`src/source/periph_config.svh`:
```
`ifndef PERIPH_CONFIG_SVH
`define PERIPH_CONFIG_SVH

// Bus widths
`define PERIPH_ADDR_WIDTH 24
`define PERIPH_DATA_WIDTH 32

// Address field positions
`define PERIPH_DEV_LSB  16
`define PERIPH_DEV_BITS 4
`define PERIPH_REG_LSB  2
`define PERIPH_REG_BITS 4

// Device map
`define PERIPH_DEV_ID    4'h0
`define PERIPH_DEV_GPIO  4'h1
`define PERIPH_DEV_TIMER 4'h2

`define PERIPH_SUBSYSTEM_ID  32'h5045_5249
`define PERIPH_UNMAPPED_DATA 32'hbad0_bad0

`define GPIO_WIDTH 32

`endif
```
`src/source/periph_pkg.sv`:
```
`default_nettype none

`include "periph_config.svh"

package periph_pkg;

	// ----------------------------------------------------------------------
	// Address views
	// ----------------------------------------------------------------------
	typedef struct packed {
		logic [`PERIPH_ADDR_WIDTH-`PERIPH_DEV_LSB-`PERIPH_DEV_BITS-1:0] unused;
		logic [`PERIPH_DEV_BITS-1:0]                                    device;
		logic [`PERIPH_DEV_LSB-`PERIPH_REG_LSB-`PERIPH_REG_BITS-1:0]   filler;
		logic [`PERIPH_REG_BITS-1:0]                                    reg_index;
		logic [`PERIPH_REG_LSB-1:0]                                     byte_offset;
	} periph_addr_t;

	typedef union packed {
		logic [`PERIPH_ADDR_WIDTH-1:0] raw;
		periph_addr_t                  fields;
	} periph_addr_u;

	// ----------------------------------------------------------------------
	// Peripheral bus
	// ----------------------------------------------------------------------
	typedef struct packed {
		logic                          we;
		logic                          oe;
		periph_addr_u                  address;
		logic [3:0]                    byte_select;
		logic [`PERIPH_DATA_WIDTH-1:0] data_write;
	} periph_req_t;

	typedef struct packed {
		logic                          busy;
		logic [`PERIPH_DATA_WIDTH-1:0] data_read;
	} periph_rsp_t;

	localparam periph_req_t periph_req_idle = '0;

	// Write only the lanes flagged in byte_select
	function automatic logic [`PERIPH_DATA_WIDTH-1:0] byte_merge(
		input logic [`PERIPH_DATA_WIDTH-1:0] old_word,
		input logic [`PERIPH_DATA_WIDTH-1:0] new_word,
		input logic [3:0]                    byte_select
	);
		logic [`PERIPH_DATA_WIDTH-1:0] merged;
		merged = old_word;
		for (int i = 0; i < 4; i++) begin
			if (byte_select[i]) begin
				merged[8*i +: 8] = new_word[8*i +: 8];
			end
		end
		return merged;
	endfunction

endpackage

`default_nettype wire

```
`src/source/periph_subsystem.sv`:
```
`timescale 1ns/1ps
`default_nettype none

`include "periph_config.svh"

module periph_subsystem (
	input  wire                           wb_clk_i,
	input  wire                           wb_rst_i,
	input  wire                           wb_cyc_i,
	input  wire                           wb_stb_i,
	input  wire                           wb_we_i,
	input  wire [3:0]                     wb_sel_i,
	input  wire [`PERIPH_ADDR_WIDTH-1:0]  wb_adr_i,
	input  wire [`PERIPH_DATA_WIDTH-1:0]  wb_dat_i,
	output wire [`PERIPH_DATA_WIDTH-1:0]  wb_dat_o,
	output wire                           wb_ack_o,
	output wire                           wb_stall_o,
	input  wire [`GPIO_WIDTH-1:0]         gpio_in_i,
	output wire [`GPIO_WIDTH-1:0]         gpio_out_o,
	output wire [`GPIO_WIDTH-1:0]         gpio_oe_o,
	output wire                           timer_irq_o
);
	import periph_pkg::*;

	periph_req_t bus_req;
	periph_req_t gpio_req;
	periph_req_t timer_req;
	periph_rsp_t bus_rsp;
	periph_rsp_t gpio_rsp;
	periph_rsp_t timer_rsp;

	wb_periph_bridge wb_periph_bridge_inst (
		.wb_clk_i(wb_clk_i), .wb_rst_i(wb_rst_i),
		.wb_cyc_i(wb_cyc_i), .wb_stb_i(wb_stb_i), .wb_we_i(wb_we_i),
		.wb_sel_i(wb_sel_i), .wb_adr_i(wb_adr_i), .wb_dat_i(wb_dat_i),
		.wb_dat_o(wb_dat_o), .wb_ack_o(wb_ack_o), .wb_stall_o(wb_stall_o),
		.bus_rsp_i(bus_rsp), .bus_req_o(bus_req)
	);

	periph_decoder periph_decoder_inst (
		.wb_clk_i(wb_clk_i), .wb_rst_i(wb_rst_i),
		.bus_req_i(bus_req), .gpio_rsp_i(gpio_rsp), .timer_rsp_i(timer_rsp),
		.bus_rsp_o(bus_rsp), .gpio_req_o(gpio_req), .timer_req_o(timer_req)
	);

	gpio_block #(.GPIO_WIDTH(`GPIO_WIDTH)) gpio_block_inst (
		.wb_clk_i(wb_clk_i), .wb_rst_i(wb_rst_i),
		.req_i(gpio_req), .gpio_in_i(gpio_in_i),
		.rsp_o(gpio_rsp), .gpio_out_o(gpio_out_o), .gpio_oe_o(gpio_oe_o)
	);

	timer_block timer_block_inst (
		.wb_clk_i(wb_clk_i), .wb_rst_i(wb_rst_i),
		.req_i(timer_req), .rsp_o(timer_rsp), .timer_irq_o(timer_irq_o)
	);

endmodule

`default_nettype wire

```
`src/source/timer_block.sv`:
```
`timescale 1ns/1ps
`default_nettype none

`include "periph_config.svh"

module timer_block (
	input  wire                           wb_clk_i,
	input  wire                           wb_rst_i,
	input  wire periph_pkg::periph_req_t  req_i,
	output periph_pkg::periph_rsp_t       rsp_o,
	output logic                          timer_irq_o
);
	import periph_pkg::*;

	logic enable_q;
	logic match_q;
	logic wait_q;
	logic [`PERIPH_DATA_WIDTH-1:0] compare_q;
	logic [`PERIPH_DATA_WIDTH-1:0] count_q;
	logic [`PERIPH_REG_BITS-1:0] reg_index;
	logic active;
	logic wr_en;

	assign reg_index = req_i.address.fields.reg_index;
	assign active = req_i.we || req_i.oe;
	// Writes land on the completing cycle
	assign wr_en = req_i.we && wait_q;

	// Wait state, first active cycle only
	always_ff @(posedge wb_clk_i) begin
		if (wb_rst_i) begin
			wait_q <= 1'b0;
		end else begin
			wait_q <= active && !wait_q;
		end
	end

	always_ff @(posedge wb_clk_i) begin
		if (wb_rst_i) begin
			enable_q <= 1'b0;
			match_q <= 1'b0;
			compare_q <= '0;
			count_q <= '0;
		end else begin
			if (wr_en && reg_index == 4'd0 && req_i.byte_select[0]) begin
				enable_q <= req_i.data_write[0];
			end
			if (wr_en && reg_index == 4'd1) begin
				compare_q <= byte_merge(compare_q, req_i.data_write, req_i.byte_select);
			end
			if (wr_en && reg_index == 4'd3 && req_i.byte_select[0] && req_i.data_write[0]) begin
				match_q <= 1'b0;
			end
			// A new match wins over a clear
			if (enable_q) begin
				if (count_q == compare_q) begin
					count_q <= '0;
					match_q <= 1'b1;
				end else begin
					count_q <= count_q + 1'b1;
				end
			end
		end
	end

	always_comb begin
		rsp_o.busy = active && !wait_q;
		case (reg_index)
			4'd0: rsp_o.data_read = {{(`PERIPH_DATA_WIDTH-1){1'b0}}, enable_q};
			4'd1: rsp_o.data_read = compare_q;
			4'd2: rsp_o.data_read = count_q;
			4'd3: rsp_o.data_read = {{(`PERIPH_DATA_WIDTH-1){1'b0}}, match_q};
			default: rsp_o.data_read = `PERIPH_UNMAPPED_DATA;
		endcase
	end

	assign timer_irq_o = match_q;

	// One wait cycle, with the request still held after it
	assert property (@(posedge wb_clk_i) disable iff (wb_rst_i)
		rsp_o.busy |=> (active && !rsp_o.busy));

endmodule

`default_nettype wire

```
`src/source/gpio_block.sv`:
```
`timescale 1ns/1ps
`default_nettype none

`include "periph_config.svh"

module gpio_block #(
	parameter int GPIO_WIDTH = `GPIO_WIDTH
) (
	input  wire                           wb_clk_i,
	input  wire                           wb_rst_i,
	input  wire periph_pkg::periph_req_t  req_i,
	input  wire [GPIO_WIDTH-1:0]          gpio_in_i,
	output periph_pkg::periph_rsp_t       rsp_o,
	output logic [GPIO_WIDTH-1:0]         gpio_out_o,
	output logic [GPIO_WIDTH-1:0]         gpio_oe_o
);
	import periph_pkg::*;

	logic [GPIO_WIDTH-1:0] out_q;
	logic [GPIO_WIDTH-1:0] oe_q;
	logic [GPIO_WIDTH-1:0] in_meta_q;
	logic [GPIO_WIDTH-1:0] in_sync_q;
	logic [`PERIPH_DATA_WIDTH-1:0] out_word;
	logic [`PERIPH_DATA_WIDTH-1:0] oe_word;
	logic [`PERIPH_DATA_WIDTH-1:0] in_word;
	logic [`PERIPH_DATA_WIDTH-1:0] out_merged;
	logic [`PERIPH_DATA_WIDTH-1:0] oe_merged;
	logic [`PERIPH_REG_BITS-1:0] reg_index;

	assign reg_index = req_i.address.fields.reg_index;

	// Registers widened to a bus word
	always_comb begin
		out_word = '0;
		oe_word = '0;
		in_word = '0;
		out_word[GPIO_WIDTH-1:0] = out_q;
		oe_word[GPIO_WIDTH-1:0] = oe_q;
		in_word[GPIO_WIDTH-1:0] = in_sync_q;
	end

	assign out_merged = byte_merge(out_word, req_i.data_write, req_i.byte_select);
	assign oe_merged = byte_merge(oe_word, req_i.data_write, req_i.byte_select);

	always_ff @(posedge wb_clk_i) begin
		if (wb_rst_i) begin
			out_q <= '0;
			oe_q <= '0;
		end else if (req_i.we) begin
			if (reg_index == 4'd0) begin
				out_q <= out_merged[GPIO_WIDTH-1:0];
			end
			if (reg_index == 4'd1) begin
				oe_q <= oe_merged[GPIO_WIDTH-1:0];
			end
		end
	end

	// Two-flop input synchronizer
	always_ff @(posedge wb_clk_i) begin
		in_meta_q <= gpio_in_i;
		in_sync_q <= in_meta_q;
	end

	always_comb begin
		rsp_o.busy = 1'b0;
		case (reg_index)
			4'd0: rsp_o.data_read = out_word;
			4'd1: rsp_o.data_read = oe_word;
			4'd2: rsp_o.data_read = in_word;
			default: rsp_o.data_read = `PERIPH_UNMAPPED_DATA;
		endcase
	end

	assign gpio_out_o = out_q;
	assign gpio_oe_o = oe_q;

endmodule

`default_nettype wire

```
`src/source/periph_decoder.sv`:
```
`timescale 1ns/1ps
`default_nettype none

`include "periph_config.svh"

module periph_decoder (
	input  wire                           wb_clk_i,
	input  wire                           wb_rst_i,
	input  wire periph_pkg::periph_req_t  bus_req_i,
	input  wire periph_pkg::periph_rsp_t  gpio_rsp_i,
	input  wire periph_pkg::periph_rsp_t  timer_rsp_i,
	output periph_pkg::periph_rsp_t       bus_rsp_o,
	output periph_pkg::periph_req_t       gpio_req_o,
	output periph_pkg::periph_req_t       timer_req_o
);
	import periph_pkg::*;

	logic [`PERIPH_DEV_BITS-1:0] device;
	logic [`PERIPH_REG_BITS-1:0] reg_index;
	logic active;
	logic id_active;

	assign device = bus_req_i.address.fields.device;
	assign reg_index = bus_req_i.address.fields.reg_index;
	assign active = bus_req_i.we || bus_req_i.oe;
	assign id_active = active && (device == `PERIPH_DEV_ID);

	// Unselected targets see an idle bus
	assign gpio_req_o = (device == `PERIPH_DEV_GPIO) ? bus_req_i : periph_req_idle;
	assign timer_req_o = (device == `PERIPH_DEV_TIMER) ? bus_req_i : periph_req_idle;

	always_comb begin
		bus_rsp_o.busy = 1'b0;
		bus_rsp_o.data_read = `PERIPH_UNMAPPED_DATA;
		case (device)
			`PERIPH_DEV_ID: begin
				if (reg_index == '0) begin
					bus_rsp_o.data_read = `PERIPH_SUBSYSTEM_ID;
				end
			end
			`PERIPH_DEV_GPIO: bus_rsp_o = gpio_rsp_i;
			`PERIPH_DEV_TIMER: bus_rsp_o = timer_rsp_i;
			default: begin
				bus_rsp_o.busy = 1'b0;
			end
		endcase
	end

	// One target at most is addressed at a time
	assert property (@(posedge wb_clk_i) disable iff (wb_rst_i)
		$onehot0({id_active,
			gpio_req_o.we || gpio_req_o.oe,
			timer_req_o.we || timer_req_o.oe}));

endmodule

`default_nettype wire

```
`src/source/wb_periph_bridge.sv`:
```
`timescale 1ns/1ps
`default_nettype none

`include "periph_config.svh"

module wb_periph_bridge (
	input  wire                            wb_clk_i,
	input  wire                            wb_rst_i,
	input  wire                            wb_cyc_i,
	input  wire                            wb_stb_i,
	input  wire                            wb_we_i,
	input  wire [3:0]                      wb_sel_i,
	input  wire [`PERIPH_ADDR_WIDTH-1:0]   wb_adr_i,
	input  wire [`PERIPH_DATA_WIDTH-1:0]   wb_dat_i,
	output logic [`PERIPH_DATA_WIDTH-1:0]  wb_dat_o,
	output logic                           wb_ack_o,
	output logic                           wb_stall_o,
	input  wire periph_pkg::periph_rsp_t   bus_rsp_i,
	output periph_pkg::periph_req_t        bus_req_o
);
	import periph_pkg::*;

	typedef enum logic [1:0] {
		state_idle  = 2'h0,
		state_write = 2'h1,
		state_read  = 2'h2
	} state_t;

	state_t state;
	periph_addr_u addr_q;
	logic [3:0] sel_q;
	logic [`PERIPH_DATA_WIDTH-1:0] wdata_q;
	logic [`PERIPH_DATA_WIDTH-1:0] rdata_q;
	logic ack_q;
	logic accept;
	logic active;
	logic complete;

	assign accept = (state == state_idle) && wb_cyc_i && wb_stb_i;
	assign active = (state != state_idle);
	assign complete = active && !bus_rsp_i.busy;

	// ----------------------------------------------------------------------
	// Control FSM
	// ----------------------------------------------------------------------
	always_ff @(posedge wb_clk_i) begin
		if (wb_rst_i) begin
			state <= state_idle;
			ack_q <= 1'b0;
		end else begin
			ack_q <= complete;
			case (state)
				state_idle: begin
					if (accept) begin
						state <= wb_we_i ? state_write : state_read;
					end
				end
				state_write, state_read: begin
					if (!bus_rsp_i.busy) begin
						state <= state_idle;
					end
				end
				default: begin
					state <= state_idle;
				end
			endcase
		end
	end

	// Captured access and read result
	always_ff @(posedge wb_clk_i) begin
		if (accept) begin
			addr_q.raw <= wb_adr_i;
			sel_q <= wb_sel_i;
			wdata_q <= wb_dat_i;
		end
		if (complete && state == state_read) begin
			rdata_q <= bus_rsp_i.data_read;
		end
	end

	assign wb_ack_o = ack_q;
	assign wb_stall_o = active;
	assign wb_dat_o = rdata_q;

	// Fields are zero outside an active request
	always_comb begin
		bus_req_o = periph_req_idle;
		bus_req_o.we = (state == state_write);
		bus_req_o.oe = (state == state_read);
		if (active) begin
			bus_req_o.address = addr_q;
			bus_req_o.byte_select = sel_q;
		end
		if (state == state_write) begin
			bus_req_o.data_write = wdata_q;
		end
	end

	// Ack is a single-cycle pulse
	assert property (@(posedge wb_clk_i) disable iff (wb_rst_i)
		wb_ack_o |=> !wb_ack_o);

	// Target back-pressure freezes the request
	assert property (@(posedge wb_clk_i) disable iff (wb_rst_i)
		(active && bus_rsp_i.busy) |=> $stable(bus_req_o));

endmodule

`default_nettype wire

```
`config.mk`:
```
export PLATFORM = sky130hd
export DESIGN_NAME = periph_subsystem
export DESIGN_NICKNAME = d
export VERILOG_FILES = /design/src/source/periph_pkg.sv /design/src/source/periph_subsystem.sv /design/src/source/timer_block.sv /design/src/source/gpio_block.sv /design/src/source/periph_decoder.sv /design/src/source/wb_periph_bridge.sv
export VERILOG_INCLUDE_DIRS = /design/src /design/src/source
export SDC_FILE = /design/constraint.sdc
export NUM_CORES = 1
export LEC_CHECK = 0
export CORE_ASPECT_RATIO = 2
export CORE_MARGIN = 1.5
export CORE_UTILIZATION = 50
export DETAILED_ROUTE_END_ITERATION = 7
export DONT_BUFFER_PORTS = 1
export GPL_TIMING_DRIVEN = 1
export PLACE_DENSITY_LB_ADDON = 0.1
export SLEW_MARGIN = 25
export SYNTH_ARGS = -nofsm -noshare
export SYNTH_HDL_FRONTEND = slang
export SYNTH_SLANG_ARGS = --single-unit
```
`constraint.sdc`:
```
create_clock -name wb_clk_i -period 12.1 [get_ports wb_clk_i]
set_clock_uncertainty 0.15 [all_clocks]
set_input_delay 2.42 -clock wb_clk_i [delete_from_list [all_inputs] [get_ports wb_clk_i]]
set_output_delay 2.42 -clock wb_clk_i [all_outputs]
set_load 0.1 [all_outputs]
```
==> flow_summary_export.csv <==
group,metric,value,unit
placed_design,gp_congestion,0.906,
placed_design,dp_hpwl,21200,um
job,drv_cap,0,
floorplanning,core,20800,um2
final_layout,multiInputGateArea,4080,um2
global_route,grt_max_degree,106,
clocking,cts_root_buf,"clkbuf_16",
final_layout,drive_above_1_share,0.0762,
logic_synthesis,syn_area,10600,um2
clocking,post_cts_buffers,0,
floorplanning,dieArea,22100,um2
route,drt_iter0_markers,499,
clocking,insertion_delay,0.54,ns
floorplanning,die_w,106,um
sta,rsz0062_at_grt,"false",
sta,fmax,0.216,GHz
route,viasPerCell,5.89,
final_layout,seqCellArea,6250,um2
clocking,cts_hold_buf,0,
worst_setup_path,r2r-start,"wb_periph_bridge_inst.state[0]",
logic_synthesis,async_flop_share,0,
placed_design,portBuffers,0,
pwr,power_density,166,nW/um2
clocking,h-tree-depth,1,
worst_hold_path,hold_start,"gpio_block_inst.in_meta_q[26]",
pwr,ir_drop,0.158,mV
floorplanning,fp-row-count,75,
floorplanning,dieHeight,209,um
placed_design,dpl-instance-area,10800,um2
floorplanning,ios,196,
pwr,p_leak,4.28,nW
worst_hold_path,min_path_type,"flop to flop",
global_route,antenna_found_initial,1,
worst_setup_path,crit_fanout,9,
sta,worst_pin_slew,1.11,ns
route,wl_per_cell,23.3,um
route,vias,7619,
route,ant_nets,0,
route,drc,0,
sta,min_period,4.64,ns
clocking,cts_tree,"yes",
clocking,cts_resized,0,
final_layout,n_fill_cell,1894,
sta,final.period_utilization,0.383,
logic_synthesis,synth_ff_type,"dfxtp_1",
worst_setup_path,criticalPathCategory,"flop to output port",
final_layout,stdcell_area,11600,um2
sta,hold_viol_final,0,
worst_setup_path,cp.arrival,2.07,ns
run_status,status,"finished, final reports clean",
worst_setup_path,worstSetupStartpoint,"wb_periph_bridge_inst.state[0]",
logic_synthesis,ys_ff_latch,274,
clocking,clock-sinks,274,
sta,fin_tns_setup,0,ns
clocking,cts.clk_slew.worst_paths,0.07,ns
global_route,grt_pass1_wl,45000,um
final_layout,final_nets,1106,
sta,setup_viol,0,
sta,slew_headroom,0.256,
global_route,grt_usage,0.273,
logic_synthesis,seq_area_frac_synth,0.590,
logic_synthesis,syn_inst,1027,
clocking,max-clock-path-buffers,3,
clocking,numCtsBuffers,25,
global_route,overflow,0,
logic_synthesis,avgSynthCellArea,10.3,um2
route,firstDrtPassIters,5,
final_layout,syn2layout_area_growth,9.43,%
logic_synthesis,synth-edff-count,76,
logic_synthesis,yosysWarnings,0,
floorplanning,initial_core_util,0.508,
route,totalWireLength,30200,um
logic_synthesis,synth_fp_nets,1128,
logic_synthesis,synth_cell_types,55,
worst_setup_path,endpoint_kind,"output port",
global_route,grt_pass1_vias,7399,
sta,drv_slew,0,
worst_setup_path,start_kind,"flop",
worst_setup_path,worstPathRequired,9.53,ns
routing by layer:
metal	share of wire	GRT usage	up-vias	wire, um
met3	0.061	0.0468	86	1830
met1	0.36	0.303	3639	10900
li1	-	-	3584	-
met2	0.53	0.489	310	15900
met4	0.052	0.147	0	1580
met5	0	0	-	0
critical path, cell delays in order (launching register included):
cell and delay (ns):
dfxtp_1 0.33, inv_1 0.08, ha_1 0.38, clkinv_1 0.38, buf_4 0.35
per-stage QoR:
step           setup WS [ns]  total power, mW  hold slack (ns)  utilization  cells
2_1_floorplan           7.75             1.12            0.160            -   1027
3_3_place_gp            8.03             1.16            0.160        0.517   1247
3_5_place_dp            7.99             1.16            0.162        0.517   1247
4_1_cts                 7.42             1.93            0.178        0.555   1293
5_1_grt                 7.31             1.97            0.183        0.556   1294
6_report                7.46             1.92            0.176        0.556   1294
cell usage after synthesis, types with 2 or more instances:
master	number	area (um2)
dfxtp_1	198	3960
nand2_1	140	526
a21oi_1	103	515
nor2_1	91	342
edfxtp_1	76	2280
nand3_1	52	260
xor2_1	52	455
clkbuf_1	50	188
mux2i_1	46	460
o21ai_0	46	230
a221o_1	15	150
a22oi_1	15	113
nand4_1	13	81.3
nor4_1	11	68.8
a221oi_1	10	87.6
xnor2_1	10	87.6
and3_1	8	50.1
inv_1	8	30.0
and2_1	6	37.5
buf_2	6	30.0
a22o_1	5	43.8
nor3_1	5	25.0
and4_1	4	35.0
ha_1	4	50.1
nor3_2	4	40.0
or3_1	4	25.0
buf_4	3	22.5
nand3_2	3	30.0
or2_2	3	18.8
buf_1	2	7.51
mux2_2	2	22.5
nand2b_1	2	12.5
nor2_2	2	12.5
nor2b_1	2	12.5
nor3b_1	2	15.0
nor4_2	2	25.0
o221ai_1	2	17.5
o31ai_1	2	15.0
or4b_1	2	20.0
cell type report:
type | count | share of cell area
well taps | 269 | 0.0291
inverters | 9 | 0.00292
multi-input cells | 682 | 0.352
clock inverters | 16 | 0.0121
flip-flops and latches | 274 | 0.540
repair buffers | 13 | 0.00843
clock buffers | 30 | 0.0557
diodes | 1 | 0.000216
cell families after synthesis:
group,share of synthesized area
buf+inv,0.0277
flops,0.590
fa+ha+maj,0.00473
simple gates,0.163
xor+xnor,0.0513
compound gates,0.117
mux,0.0457
state kept, by name (all words and copies together) (netlist names), 2 cells and up:
| name | count |
|---|---|
| gpio_block_inst.gpio_oe_o | 32 |
| gpio_block_inst.gpio_out_o | 32 |
| gpio_block_inst.in_meta_q | 32 |
| gpio_block_inst.in_sync_q | 32 |
| timer_block_inst.compare_q | 32 |
| timer_block_inst.count_q | 32 |
| wb_periph_bridge_inst.wb_dat_o | 32 |
| wb_periph_bridge_inst.wdata_q | 32 |
| wb_periph_bridge_inst.addr_q | 8 |
| wb_periph_bridge_inst.sel_q | 4 |
| wb_periph_bridge_inst.state | 2 |
report_power, final:
group / total (mW) / leakage [nW] / internal (mW) / switching [mW]
combinational: 0.121 / 1.57 / 0.0301 / 0.0906
sequential: 1.02 / 2.34 / 0.978 / 0.0455
clock: 0.772 / 0.378 / 0.425 / 0.347
total: 1.92 / 4.28 / 1.43 / 0.483
final timing paths:
| check | endpoint | slack, ns | cells after the start |
|---|---|---|---|
| setup / recovery | wb_stall_o | 7.46 | 4 |
| hold / removal | gpio_block_inst.in_sync_q[26] | 0.18 | 0 |
| setup reg to reg | timer_block_inst.timer_irq_o | 8.46 | 7 |
| hold reg to reg | gpio_block_inst.in_sync_q[26] | 0.18 | 0 |
placed cells by master (no fill, tap or decap), drive strengths merged, types with 2 or more instances in the layout:
cell / count
or2: 3
and3: 8
inv: 10
a22oi: 15
or3: 4
nor3b: 2
buf: 13
o21ai: 46
a221o: 15
nand3: 55
or4b: 3
nor2: 94
nor3: 10
nor2b: 2
a221oi: 10
nand2: 140
xnor2: 10
o221ai: 2
clkinvlp: 3
xor2: 52
ha: 4
edfxtp: 76
and4: 4
bufinv: 2
a21oi: 103
o31ai: 2
mux2: 2
and2: 6
mux2i: 46
a22o: 5
clkbuf: 30
nand2b: 2
dfxtp: 198
nand4: 13
clkinv: 10
nor4: 14
Note: power is estimated with default switching activity, not from simulation.
